--- config.mk ---
export PLATFORM = sky130hd
export DESIGN_NAME = operand_queue
export DESIGN_NICKNAME = d
export VERILOG_FILES = /design/src/lane_pkg.sv /design/src/operand_queue.sv
export SDC_FILE = /design/constraint.sdc
export NUM_CORES = 1
export LEC_CHECK = 0
export ABC_CLOCK_PERIOD_IN_PS = 5300
export BUFFER_PORTS_ARGS = -buffer_cell sky130_fd_sc_hd__buf_2
export CORE_ASPECT_RATIO = 0.9
export CORE_MARGIN = 2
export CORE_UTILIZATION = 39
export CTS_CLUSTER_DIAMETER = 60
export DETAILED_ROUTE_END_ITERATION = 8
export GPL_TIMING_DRIVEN = 0
export PLACE_DENSITY_LB_ADDON = 0.08
export SLEW_MARGIN = 20
export SYNTH_ARGS = -nofsm -noshare
export SYNTH_HDL_FRONTEND = slang
export SYNTH_SLANG_ARGS = --single-unit
--- constraint.sdc ---
create_clock -name clk_i -period 5.3 [get_ports clk_i]
set_input_delay 0.53 -clock clk_i [delete_from_list [all_inputs] [get_ports clk_i]]
set_output_delay 0.53 -clock clk_i [all_outputs]
set_load 0.02 [all_outputs]
--- src/lane_pkg.sv ---
package lane_pkg;

  // One VRF word
  typedef logic [63:0] elen_t;

  // Register number, 8 vector registers
  typedef logic [2:0] vreg_t;

  localparam int unsigned NrWordsPerReg = 8;

  // Word address: register number and word index
  typedef logic [5:0] vrf_addr_t;

  // Element count, 1 to 64
  typedef logic [6:0] vlen_t;

  typedef enum logic [1:0] {
    EW8,
    EW16,
    EW32,
    EW64
  } vew_e;

  typedef enum logic [2:0] {
    ConvNone,
    ConvSExt2,
    ConvSExt4,
    ConvSExt8,
    ConvZExt2,
    ConvZExt4,
    ConvZExt8
  } opqueue_conv_e;

  typedef struct packed {
    vreg_t         vs;
    vew_e          eew;
    opqueue_conv_e conv;
    vlen_t         vl;
  } operand_cmd_t;

  // Part of the command the queue needs
  typedef struct packed {
    vew_e          eew;
    opqueue_conv_e conv;
    vlen_t         vl;
  } queue_cmd_t;

  typedef struct packed {
    logic      valid;
    vrf_addr_t addr;
  } vrf_req_t;

  // Source elements held in one 64-bit word
  function automatic int unsigned elems_per_word(vew_e eew);
    return 8 >> int'(eew);
  endfunction

  // Widening factor of a conversion
  function automatic int unsigned ext_factor(opqueue_conv_e conv);
    unique case (conv)
      ConvSExt2, ConvZExt2: return 2;
      ConvSExt4, ConvZExt4: return 4;
      ConvSExt8, ConvZExt8: return 8;
      default:              return 1;
    endcase
  endfunction

endpackage : lane_pkg
--- src/operand_queue.sv ---
`timescale 1ns/10ps

module operand_queue #(
  parameter int unsigned BufferDepth = 2,
  parameter int unsigned CmdDepth    = 2
) (
  input  logic                 clk_i,
  input  logic                 rst_ni,
  input  lane_pkg::queue_cmd_t qcmd_i,
  input  logic                 qcmd_push_i,
  output logic                 qcmd_full_o,
  input  lane_pkg::elen_t      operand_i,
  input  logic                 operand_valid_i,
  input  logic                 operand_issued_i,
  output logic                 operand_queue_ready_o,
  output lane_pkg::elen_t      operand_o,
  output logic                 operand_valid_o,
  input  logic                 operand_ready_i
);
  import lane_pkg::*;

  localparam int unsigned CmdPtrW = (CmdDepth > 1) ? $clog2(CmdDepth) : 1;
  localparam int unsigned BufPtrW = (BufferDepth > 1) ? $clog2(BufferDepth) : 1;
  localparam int unsigned CmdCntW = $clog2(CmdDepth + 1);
  localparam int unsigned BufCntW = $clog2(BufferDepth + 1);

  //////////////////////////////
  // Command buffer
  //////////////////////////////

  queue_cmd_t         cmd_mem [CmdDepth];
  queue_cmd_t         cmd;
  logic [CmdPtrW-1:0] cmd_wr_ptr_q, cmd_rd_ptr_q;
  logic [CmdCntW-1:0] cmd_cnt_q;
  logic               cmd_pop;

  assign cmd         = cmd_mem[cmd_rd_ptr_q];
  assign qcmd_full_o = (cmd_cnt_q == CmdCntW'(CmdDepth));

  always_ff @(posedge clk_i) begin
    if (qcmd_push_i) begin
      cmd_mem[cmd_wr_ptr_q] <= qcmd_i;
    end
  end

  always_ff @(posedge clk_i or negedge rst_ni) begin
    if (!rst_ni) begin
      cmd_wr_ptr_q <= '0;
      cmd_rd_ptr_q <= '0;
      cmd_cnt_q    <= '0;
    end else begin
      if (qcmd_push_i) begin
        cmd_wr_ptr_q <= (cmd_wr_ptr_q == CmdPtrW'(CmdDepth - 1)) ? '0 : cmd_wr_ptr_q + 1'b1;
      end
      if (cmd_pop) begin
        cmd_rd_ptr_q <= (cmd_rd_ptr_q == CmdPtrW'(CmdDepth - 1)) ? '0 : cmd_rd_ptr_q + 1'b1;
      end
      cmd_cnt_q <= cmd_cnt_q + CmdCntW'(qcmd_push_i) - CmdCntW'(cmd_pop);
    end
  end

  //////////////////////////////
  // Input buffer and credits
  //////////////////////////////

  elen_t              ibuf_mem [BufferDepth];
  elen_t              ibuf_head;
  logic [BufPtrW-1:0] ibuf_wr_ptr_q, ibuf_rd_ptr_q;
  logic [BufCntW-1:0] ibuf_cnt_q;
  // Words in the buffer plus reads still in flight
  logic [BufCntW-1:0] credit_q;
  logic               ibuf_pop;

  assign ibuf_head             = ibuf_mem[ibuf_rd_ptr_q];
  assign operand_queue_ready_o = (credit_q < BufCntW'(BufferDepth));

  always_ff @(posedge clk_i) begin
    if (operand_valid_i) begin
      ibuf_mem[ibuf_wr_ptr_q] <= operand_i;
    end
  end

  always_ff @(posedge clk_i or negedge rst_ni) begin
    if (!rst_ni) begin
      ibuf_wr_ptr_q <= '0;
      ibuf_rd_ptr_q <= '0;
      ibuf_cnt_q    <= '0;
      credit_q      <= '0;
    end else begin
      if (operand_valid_i) begin
        ibuf_wr_ptr_q <= (ibuf_wr_ptr_q == BufPtrW'(BufferDepth - 1)) ? '0 : ibuf_wr_ptr_q + 1'b1;
      end
      if (ibuf_pop) begin
        ibuf_rd_ptr_q <= (ibuf_rd_ptr_q == BufPtrW'(BufferDepth - 1)) ? '0 : ibuf_rd_ptr_q + 1'b1;
      end
      ibuf_cnt_q <= ibuf_cnt_q + BufCntW'(operand_valid_i) - BufCntW'(ibuf_pop);
      credit_q   <= credit_q + BufCntW'(operand_issued_i) - BufCntW'(ibuf_pop);
    end
  end

  //////////////////////////////
  // Widening conversion
  //////////////////////////////

  logic [2:0] select_d, select_q;
  logic [1:0] fsh;
  logic       is_sext;
  elen_t      slice;
  elen_t      conv_operand;

  // log2 of the widening factor
  always_comb begin
    unique case (ext_factor(cmd.conv))
      2:       fsh = 2'd1;
      4:       fsh = 2'd2;
      8:       fsh = 2'd3;
      default: fsh = 2'd0;
    endcase
  end

  assign is_sext = cmd.conv inside {ConvSExt2, ConvSExt4, ConvSExt8};
  // Part of the head word that feeds this output word
  assign slice   = ibuf_head >> ({select_q, 6'b0} >> fsh);

  always_comb begin : p_conv
    conv_operand = ibuf_head;
    unique case ({fsh, cmd.eew})
      {2'd1, EW8}: for (int e = 0; e < 4; e++)
        conv_operand[16*e +: 16] = {{8{is_sext & slice[8*e+7]}}, slice[8*e +: 8]};
      {2'd1, EW16}: for (int e = 0; e < 2; e++)
        conv_operand[32*e +: 32] = {{16{is_sext & slice[16*e+15]}}, slice[16*e +: 16]};
      {2'd1, EW32}: conv_operand = {{32{is_sext & slice[31]}}, slice[31:0]};
      {2'd2, EW8}: for (int e = 0; e < 2; e++)
        conv_operand[32*e +: 32] = {{24{is_sext & slice[8*e+7]}}, slice[8*e +: 8]};
      {2'd2, EW16}: conv_operand = {{48{is_sext & slice[15]}}, slice[15:0]};
      {2'd3, EW8}:  conv_operand = {{56{is_sext & slice[7]}}, slice[7:0]};
      default: ;
    endcase
  end

  //////////////////////////////
  // Output sequencing
  //////////////////////////////

  vlen_t vl_d, vl_q;

  assign operand_o       = conv_operand;
  assign operand_valid_o = (ibuf_cnt_q != '0) && (cmd_cnt_q != '0);

  always_comb begin : p_output
    ibuf_pop = 1'b0;
    cmd_pop  = 1'b0;
    select_d = select_q;
    vl_d     = vl_q;
    if (operand_valid_o && operand_ready_i) begin
      vl_d     = vl_q + vlen_t'(elems_per_word(cmd.eew) >> fsh);
      select_d = select_q + 1'b1;
      // Last slice of the head word
      if (select_q == 3'(ext_factor(cmd.conv) - 1)) begin
        ibuf_pop = 1'b1;
        select_d = '0;
      end
      // Vector length reached
      if (vl_d >= cmd.vl) begin
        ibuf_pop = 1'b1;
        cmd_pop  = 1'b1;
        select_d = '0;
        vl_d     = '0;
      end
    end
  end

  always_ff @(posedge clk_i or negedge rst_ni) begin
    if (!rst_ni) begin
      select_q <= '0;
      vl_q     <= '0;
    end else begin
      select_q <= select_d;
      vl_q     <= vl_d;
    end
  end

endmodule : operand_queue

==> results of run 1 <==
per-layer routing:
metal / vias to the layer above / global-route usage / wire (um)
met2: 427 / 0.362 / 14300
met4: 0 / 0.0557 / 435
met3: 35 / 0.0683 / 3240
li1: 3849 / - / -
met5: - / 0 / 0
met1: 4193 / 0.393 / 17000
registers in the layout, summed over array words and instances, names as in the netlist:
signal and flops:
ibuf_mem 128, cmd_mem 24, vl_q 7, select_q 3, cmd_cnt_q 2, credit_q 2, ibuf_cnt_q 2, cmd_rd_ptr_q 1
cmd_wr_ptr_q 1, ibuf_rd_ptr_q 1, ibuf_wr_ptr_q 1
cells by family after synthesis:
| family | after synthesis | synth area share |
|---|---|---|
| xor gates and xnor gates | 19 | 0.0181 |
| adders and majority gates | 19 | 0.0244 |
| DFF | 172 | 0.504 |
| buffers and inverters | 64 | 0.0286 |
| muxes | 104 | 0.116 |
| and+or+nand+nor | 266 | 0.125 |
| AOI/OAI and AO/OA | 255 | 0.184 |
cells in the final DEF (no fill, tap or decap), types with 17 or more instances in the layout:
| master | Yosys | layout |
|---|---|---|
| a21o_1 | 18 | 17 |
| a21oi_1 | 45 | 44 |
| a22oi_1 | 36 | 36 |
| buf_2 | 23 | 170 |
| clkbuf_1 | 18 | 19 |
| clkbuf_16 | 0 | 18 |
| dfrtp_1 | 20 | 20 |
| edfxtp_1 | 152 | 152 |
| ha_1 | 18 | 18 |
| mux2_2 | 18 | 18 |
| mux2i_1 | 77 | 74 |
| nand2_1 | 102 | 102 |
| nand3_1 | 22 | 22 |
| nor2_1 | 58 | 58 |
| nor3_1 | 17 | 17 |
| o21ai_0 | 33 | 32 |
metrics by stage:
stage,total power [mW],setup slack [ns],std cells
2_1_floorplan,5.59,0.696,899
3_3_place_gp,7.52,-0.491,1389
3_5_place_dp,7.52,-0.107,1392
4_1_cts,8.79,0.0112,1424
5_1_grt,9.41,-0.00398,1427
6_report,8.93,0.258,1427
critical path: stages, from the launching register on:
cell and delay, ns:
dfrtp_1 0.36, clkbuf_4 0.20, buf_6 0.19, mux2_2 0.42, buf_4 0.20, nand2_1 0.07
nand2_1 0.07, o31ai_1 0.28, ha_1 0.25, fa_1 0.46, ha_1 0.31, a21o_1 0.16
a21o_1 0.16, a21o_1 0.21, a211o_1 0.33, a21o_2 0.27, and2_1 0.21, ha_1 0.28
inv_1 0.04, ha_1 0.18, xnor2_1 0.19, xnor2_1 0.14
worst min path at each step:
stage | depth (start not counted) | start | endpoint
2_1_floorplan | 0 | rst_ni | cmd_cnt_q[0]$_DFF_PN0_
3_3_place_gp | 1 | credit_q[1]$_DFF_PN0_ | credit_q[1]$_DFF_PN0_
3_5_place_dp | 1 | credit_q[1]$_DFF_PN0_ | credit_q[1]$_DFF_PN0_
4_1_cts | 1 | rst_ni | credit_q[0]$_DFF_PN0_
5_1_grt | 1 | rst_ni | credit_q[0]$_DFF_PN0_
6_report | 1 | rst_ni | credit_q[0]$_DFF_PN0_
power groups by stage:
stage	Sequential, mW	Combinational, mW	Clock (mW)
floorplan	1.94	3.66	0
global placement	1.97	5.54	0
detailed placement	1.95	5.57	0
CTS	1.92	5.60	1.27
global route	1.95	6.12	1.33
finish	1.92	5.76	1.25
final cells by class:
type                       count  area (um2)
buffer                        51         245
timing repair buffer         154         838
fill                        2409       13300
clock inverter                13         140
inverter                      13        48.8
tap                          342         428
clock buffer                  19         454
multi-input combinational    663        4770
sequential                   172        5060
what timing repair did:
| action | 4_1_cts | 5_1_grt |
|---|---|---|
| setup buffers | 0 | 3 |
| endpoints found under the setup margin | 3 | 6 |
| hold buffers | 0 | 0 |
| gates resized for setup | 1 | 13 |
==> results_dict.tcl, run 1 <==
set metrics [dict create \
    post_synth_inst_count 899 \
    start_util 0.398 \
    grtUsageTotal 0.257 \
    nets 1173 \
    cts_max_level 4 \
    first_pass_iters 5 \
    yosysMostFrequentCell "edfxtp_1" \
    required_ns 5.67 \
    p_sw_frac 0.518 \
    synth.top_cell.area_share 0.454 \
    vias 8504 \
    max-vdd-ir-drop_mv 0.357 \
    synth.area.top_cells "edfxtp_1 45%, mux2i_1 7.7%, dfrtp_1 5.0%" \
    cts_tree "built" \
    final_max_slew_viol_count 0 \
    slew_headroom 0.215 \
    insertion_delay_ns 0.44 \
    crit_fanout 10 \
    endpoint_kind "flop" \
    grt_pass1_vias 7977 \
    seq_power_share 0.215 \
    syn_avg_cell_area_um2 11.2 \
    drv_cap 0 \
    power_density_nw_per_um2 745 \
    max_freq_ghz 0.198 \
    grt_antenna_before_repair 0 \
    intPower_mw 4.31 \
    yosysTopAreaCell "edfxtp_1" \
    tns_ns 0 \
    grt_max_degree 51 \
    startpoint "cmd_rd_ptr_q$_DFFE_PN0P_" \
    p_clk_frac 0.140 \
    worst_pin_slew_ns 1.18 \
    synth_commonest_cells "152 x edfxtp_1, 102 x nand2_1, 77 x mux2i_1" \
    yosysUniqueCellTypes 79 \
    yosys_warnings 0 \
    hp-class "in2async" \
    cts_num_sinks 172 \
    hold_violations 0 \
    numCtsBuffers 17 \
    fin_crit_ns 5.04 \
    rows 55 \
    fp.dieH_um 156 \
    netlist_area_um2 10000 \
    synthFlopType "edfxtp_1" \
    cts.clk_slew.worst_paths_ns 0.08 \
    finalCoreUtilization 0.475 \
    drc_errors 0 \
    gp_congestion 0.948 \
    comb_power_share 0.645 \
    clk_path_buf_depth 2 \
    switchingPower_mw 4.62 \
    vias_per_cell 5.96 \
    synth-seq-cells 172 \
    area_growth_pct 19.3 \
    hold_ws_ns 0.0447 \
    cp-start-kind "flop" \
    fin_area_um2 12000 \
    regToRegSetupSlack_ns 0.26 \
    routed_wl_um 34900 \
    reg2reg_depth 21 \
    async_flop_share 0.116 \
    boundaryPins 149 \
    ant_nets 0 \
    r2r-start "cmd_rd_ptr_q$_DFFE_PN0P_" \
    cp-endpoint "cmd_cnt_q[1]$_DFF_PN0_" \
    drtIter0Drc 878 \
    critPathKind "reg2reg" \
    skew_ns 0.0153 \
    fp.dieW_um 173 \
    ys_seq_area_frac 0.504 \
    synth_edf_count 152 \
    fin_crit_sh 0.951 \
    worstPathArrival_ns 5.41 \
    port_buffers 148 \
    grt_pass1_wl_um 51300 \
    rr_endpoint "cmd_cnt_q[1]$_DFF_PN0_" \
    place_area_um2 11300 \
    setup_viol 0 \
    dp_hpwl_um 26300 \
    syn-num-nets 1000 \
    gr-total-overflow 0 \
    wl_per_cell_um 24.5 \
    cts-root-buf "clkbuf_16" \
    outcome "finished clean" \
    drive_gt1_frac 0.257 \
    leakagePower_nw 4.70 \
    diodes 0 \
    die_area_um2 27100 \
    core_area_um2 25300 \
]
Power figures use the tool's default switching activity.
==> run 2: changes to the inputs <==
--- a/config.mk
+++ b/config.mk
@@ -10,9 +10,10 @@
 export CORE_ASPECT_RATIO = 0.9
 export CORE_MARGIN = 2
 export CORE_UTILIZATION = 39
-export CTS_CLUSTER_DIAMETER = 60
+export CTS_CLUSTER_DIAMETER = 30
 export DETAILED_ROUTE_END_ITERATION = 8
 export GPL_TIMING_DRIVEN = 0
+export HOLD_SLACK_MARGIN = 0.08
 export PLACE_DENSITY_LB_ADDON = 0.08
 export SLEW_MARGIN = 20
 export SYNTH_ARGS = -nofsm -noshare
==> results_dict.tcl, run 2 (synthesis results as in run 1) <==
set metrics [dict create \
    outcome "finished clean" \
    hp-class "in2reg" \
    clk_path_buf_depth 2 \
    die_area_um2 27100 \
    insertion_delay_ns 0.44 \
    grt_antenna_before_repair 0 \
    final_cell_mix "170 x buf_2, 152 x edfxtp_1, 102 x nand2_1" \
    gr-total-overflow 0 \
    fp.dieH_um 156 \
    fin_crit_sh 0.951 \
    cts.clk_slew.worst_paths_ns 0.08 \
    port_buffers 148 \
    wl_per_cell_um 24.5 \
    start_util 0.398 \
    drtIter0Drc 766 \
    place_inst 1392 \
    endpoint_kind "flop" \
    final_common_cell "buf_2" \
    grt_max_degree 51 \
    n_fill_cell 2409 \
    skew_ns 0.0157 \
    leakagePower_nw 4.71 \
    largest_reg_flops 128 \
    grtUsageTotal 0.258 \
    vias 8489 \
    top_register "ibuf_mem" \
    worstPathArrival_ns 5.41 \
    drv_cap 0 \
    grt_pass1_vias 7987 \
    cts_num_sinks 172 \
    nets 1174 \
    ant_nets 0 \
    multi_input_area_um2 4770 \
    fp.dieW_um 173 \
    setup_viol 0 \
    diodes 0 \
    hold_violations 0 \
    area_growth_pct 19.4 \
    dp_hpwl_um 26300 \
    required_ns 5.67 \
    vias_per_cell 5.94 \
    register_area_um2 5060 \
    boundaryPins 149 \
    crit_fanout 10 \
    first_pass_iters 5 \
    cts_max_level 4 \
    max-vdd-ir-drop_mv 0.357 \
    hold_ws_ns 0.268 \
    numCtsBuffers 17 \
    grt_pass1_wl_um 51400 \
    worst_pin_slew_ns 1.19 \
    max_freq_ghz 0.198 \
    rows 55 \
    critPathKind "reg2reg" \
    p_total_mw 8.94 \
    power_density_nw_per_um2 746 \
    final_cells 1428 \
    slew_headroom 0.206 \
    gp_congestion 0.948 \
    drive_gt1_frac 0.257 \
    cts-root-buf "clkbuf_16" \
    routed_wl_um 34900 \
    core_area_um2 25300 \
    final_max_slew_viol_count 0 \
    cts_tree "built" \
    fin_crit_ns 5.04 \
    top_regs "ibuf_mem (128), cmd_mem (24), vl_q (7)" \
    drc_errors 0 \
    cp-start-kind "flop" \
]
[run 2: per-stage QoR]
step,area [um2],util,TNS [ns],worst slack (ns)
floorplan,10000,-,0,0.696
global placement,11200,0.444,-30.44,-0.491
detailed placement,11300,0.447,-0.217,-0.107
CTS,11900,0.472,0,0.0112
global route,12000,0.475,-0.00398,-0.00398
finish,12000,0.475,0,0.259
[run 2: timing repair]
item	4_1_cts	5_1_grt
hold buffers	1	0
endpoints found under the hold margin	7	0
setup buffers	0	3
endpoints found under the setup margin	3	6
gates resized for setup	1	13
[run 2: metal layers]
layer	vias to the layer above	wire (um)	share of wire	track usage
li1	3855	-	-	-
met2	430	14200	0.41	0.362
met3	34	3320	0.095	0.0683
met1	4170	16900	0.48	0.394
met4	0	529	0.015	0.0557
met5	-	0	0	0
[run 2: cell type report]
class / count / area share
plain buffers: 51 / 0.0204
clock buffers: 19 / 0.0379
clock inverters: 13 / 0.0117
well taps: 342 / 0.0357
multi-input cells: 663 / 0.397
flip-flops and latches: 172 / 0.422
repair buffers: 155 / 0.0707
inverters: 13 / 0.00407
[run 2: worst max-delay path: stages, from the launching register on]
cell and delay [ns]:
dfrtp_1 0.36, clkbuf_4 0.20, mux2i_4 0.32, buf_6 0.19, nand2_1 0.14, nand2_1 0.15, a21boi_0 0.25, nand2_1 0.08
o31ai_1 0.09, ha_1 0.24, fa_1 0.46, ha_1 0.31, a21o_1 0.16, a21o_1 0.16, a21o_1 0.21, a211o_1 0.33
a21o_2 0.28, and2_1 0.21, ha_1 0.28, inv_1 0.04, ha_1 0.18, xnor2_1 0.19, xnor2_1 0.14
[run 2: power by group]
part / total (mW) / internal [mW] / leakage [nW] / switching [mW]
registers: 1.92 / 1.81 / 1.67 / 0.112
clock network: 1.26 / 0.657 / 0.289 / 0.599
logic: 5.76 / 1.84 / 2.74 / 3.92
total: 8.94 / 4.31 / 4.71 / 4.63
[run 2: path summary, 6_finish.rpt]
| check | startpoint | to | slack [ns] | cells past startpoint |
|---|---|---|---|---|
| max in group asynchronous | rst_ni | vl_q[0]$_DFFE_PN0P_ | 4.36 | 2 |
| min in group asynchronous | rst_ni | credit_q[0]$_DFF_PN0_ | 0.58 | 2 |
| setup / recovery | cmd_rd_ptr_q$_DFFE_PN0P_ | cmd_cnt_q[1]$_DFF_PN0_ | 0.26 | 22 |
| hold / removal | operand_i[2] | ibuf_mem[1][2]$_DFFE_PP_ | 0.27 | 1 |
| hold reg to reg | credit_q[1]$_DFF_PN0_ | credit_q[1]$_DFF_PN0_ | 0.47 | 1 |
| setup reg to reg | cmd_rd_ptr_q$_DFFE_PN0P_ | cmd_cnt_q[1]$_DFF_PN0_ | 0.26 | 22 |
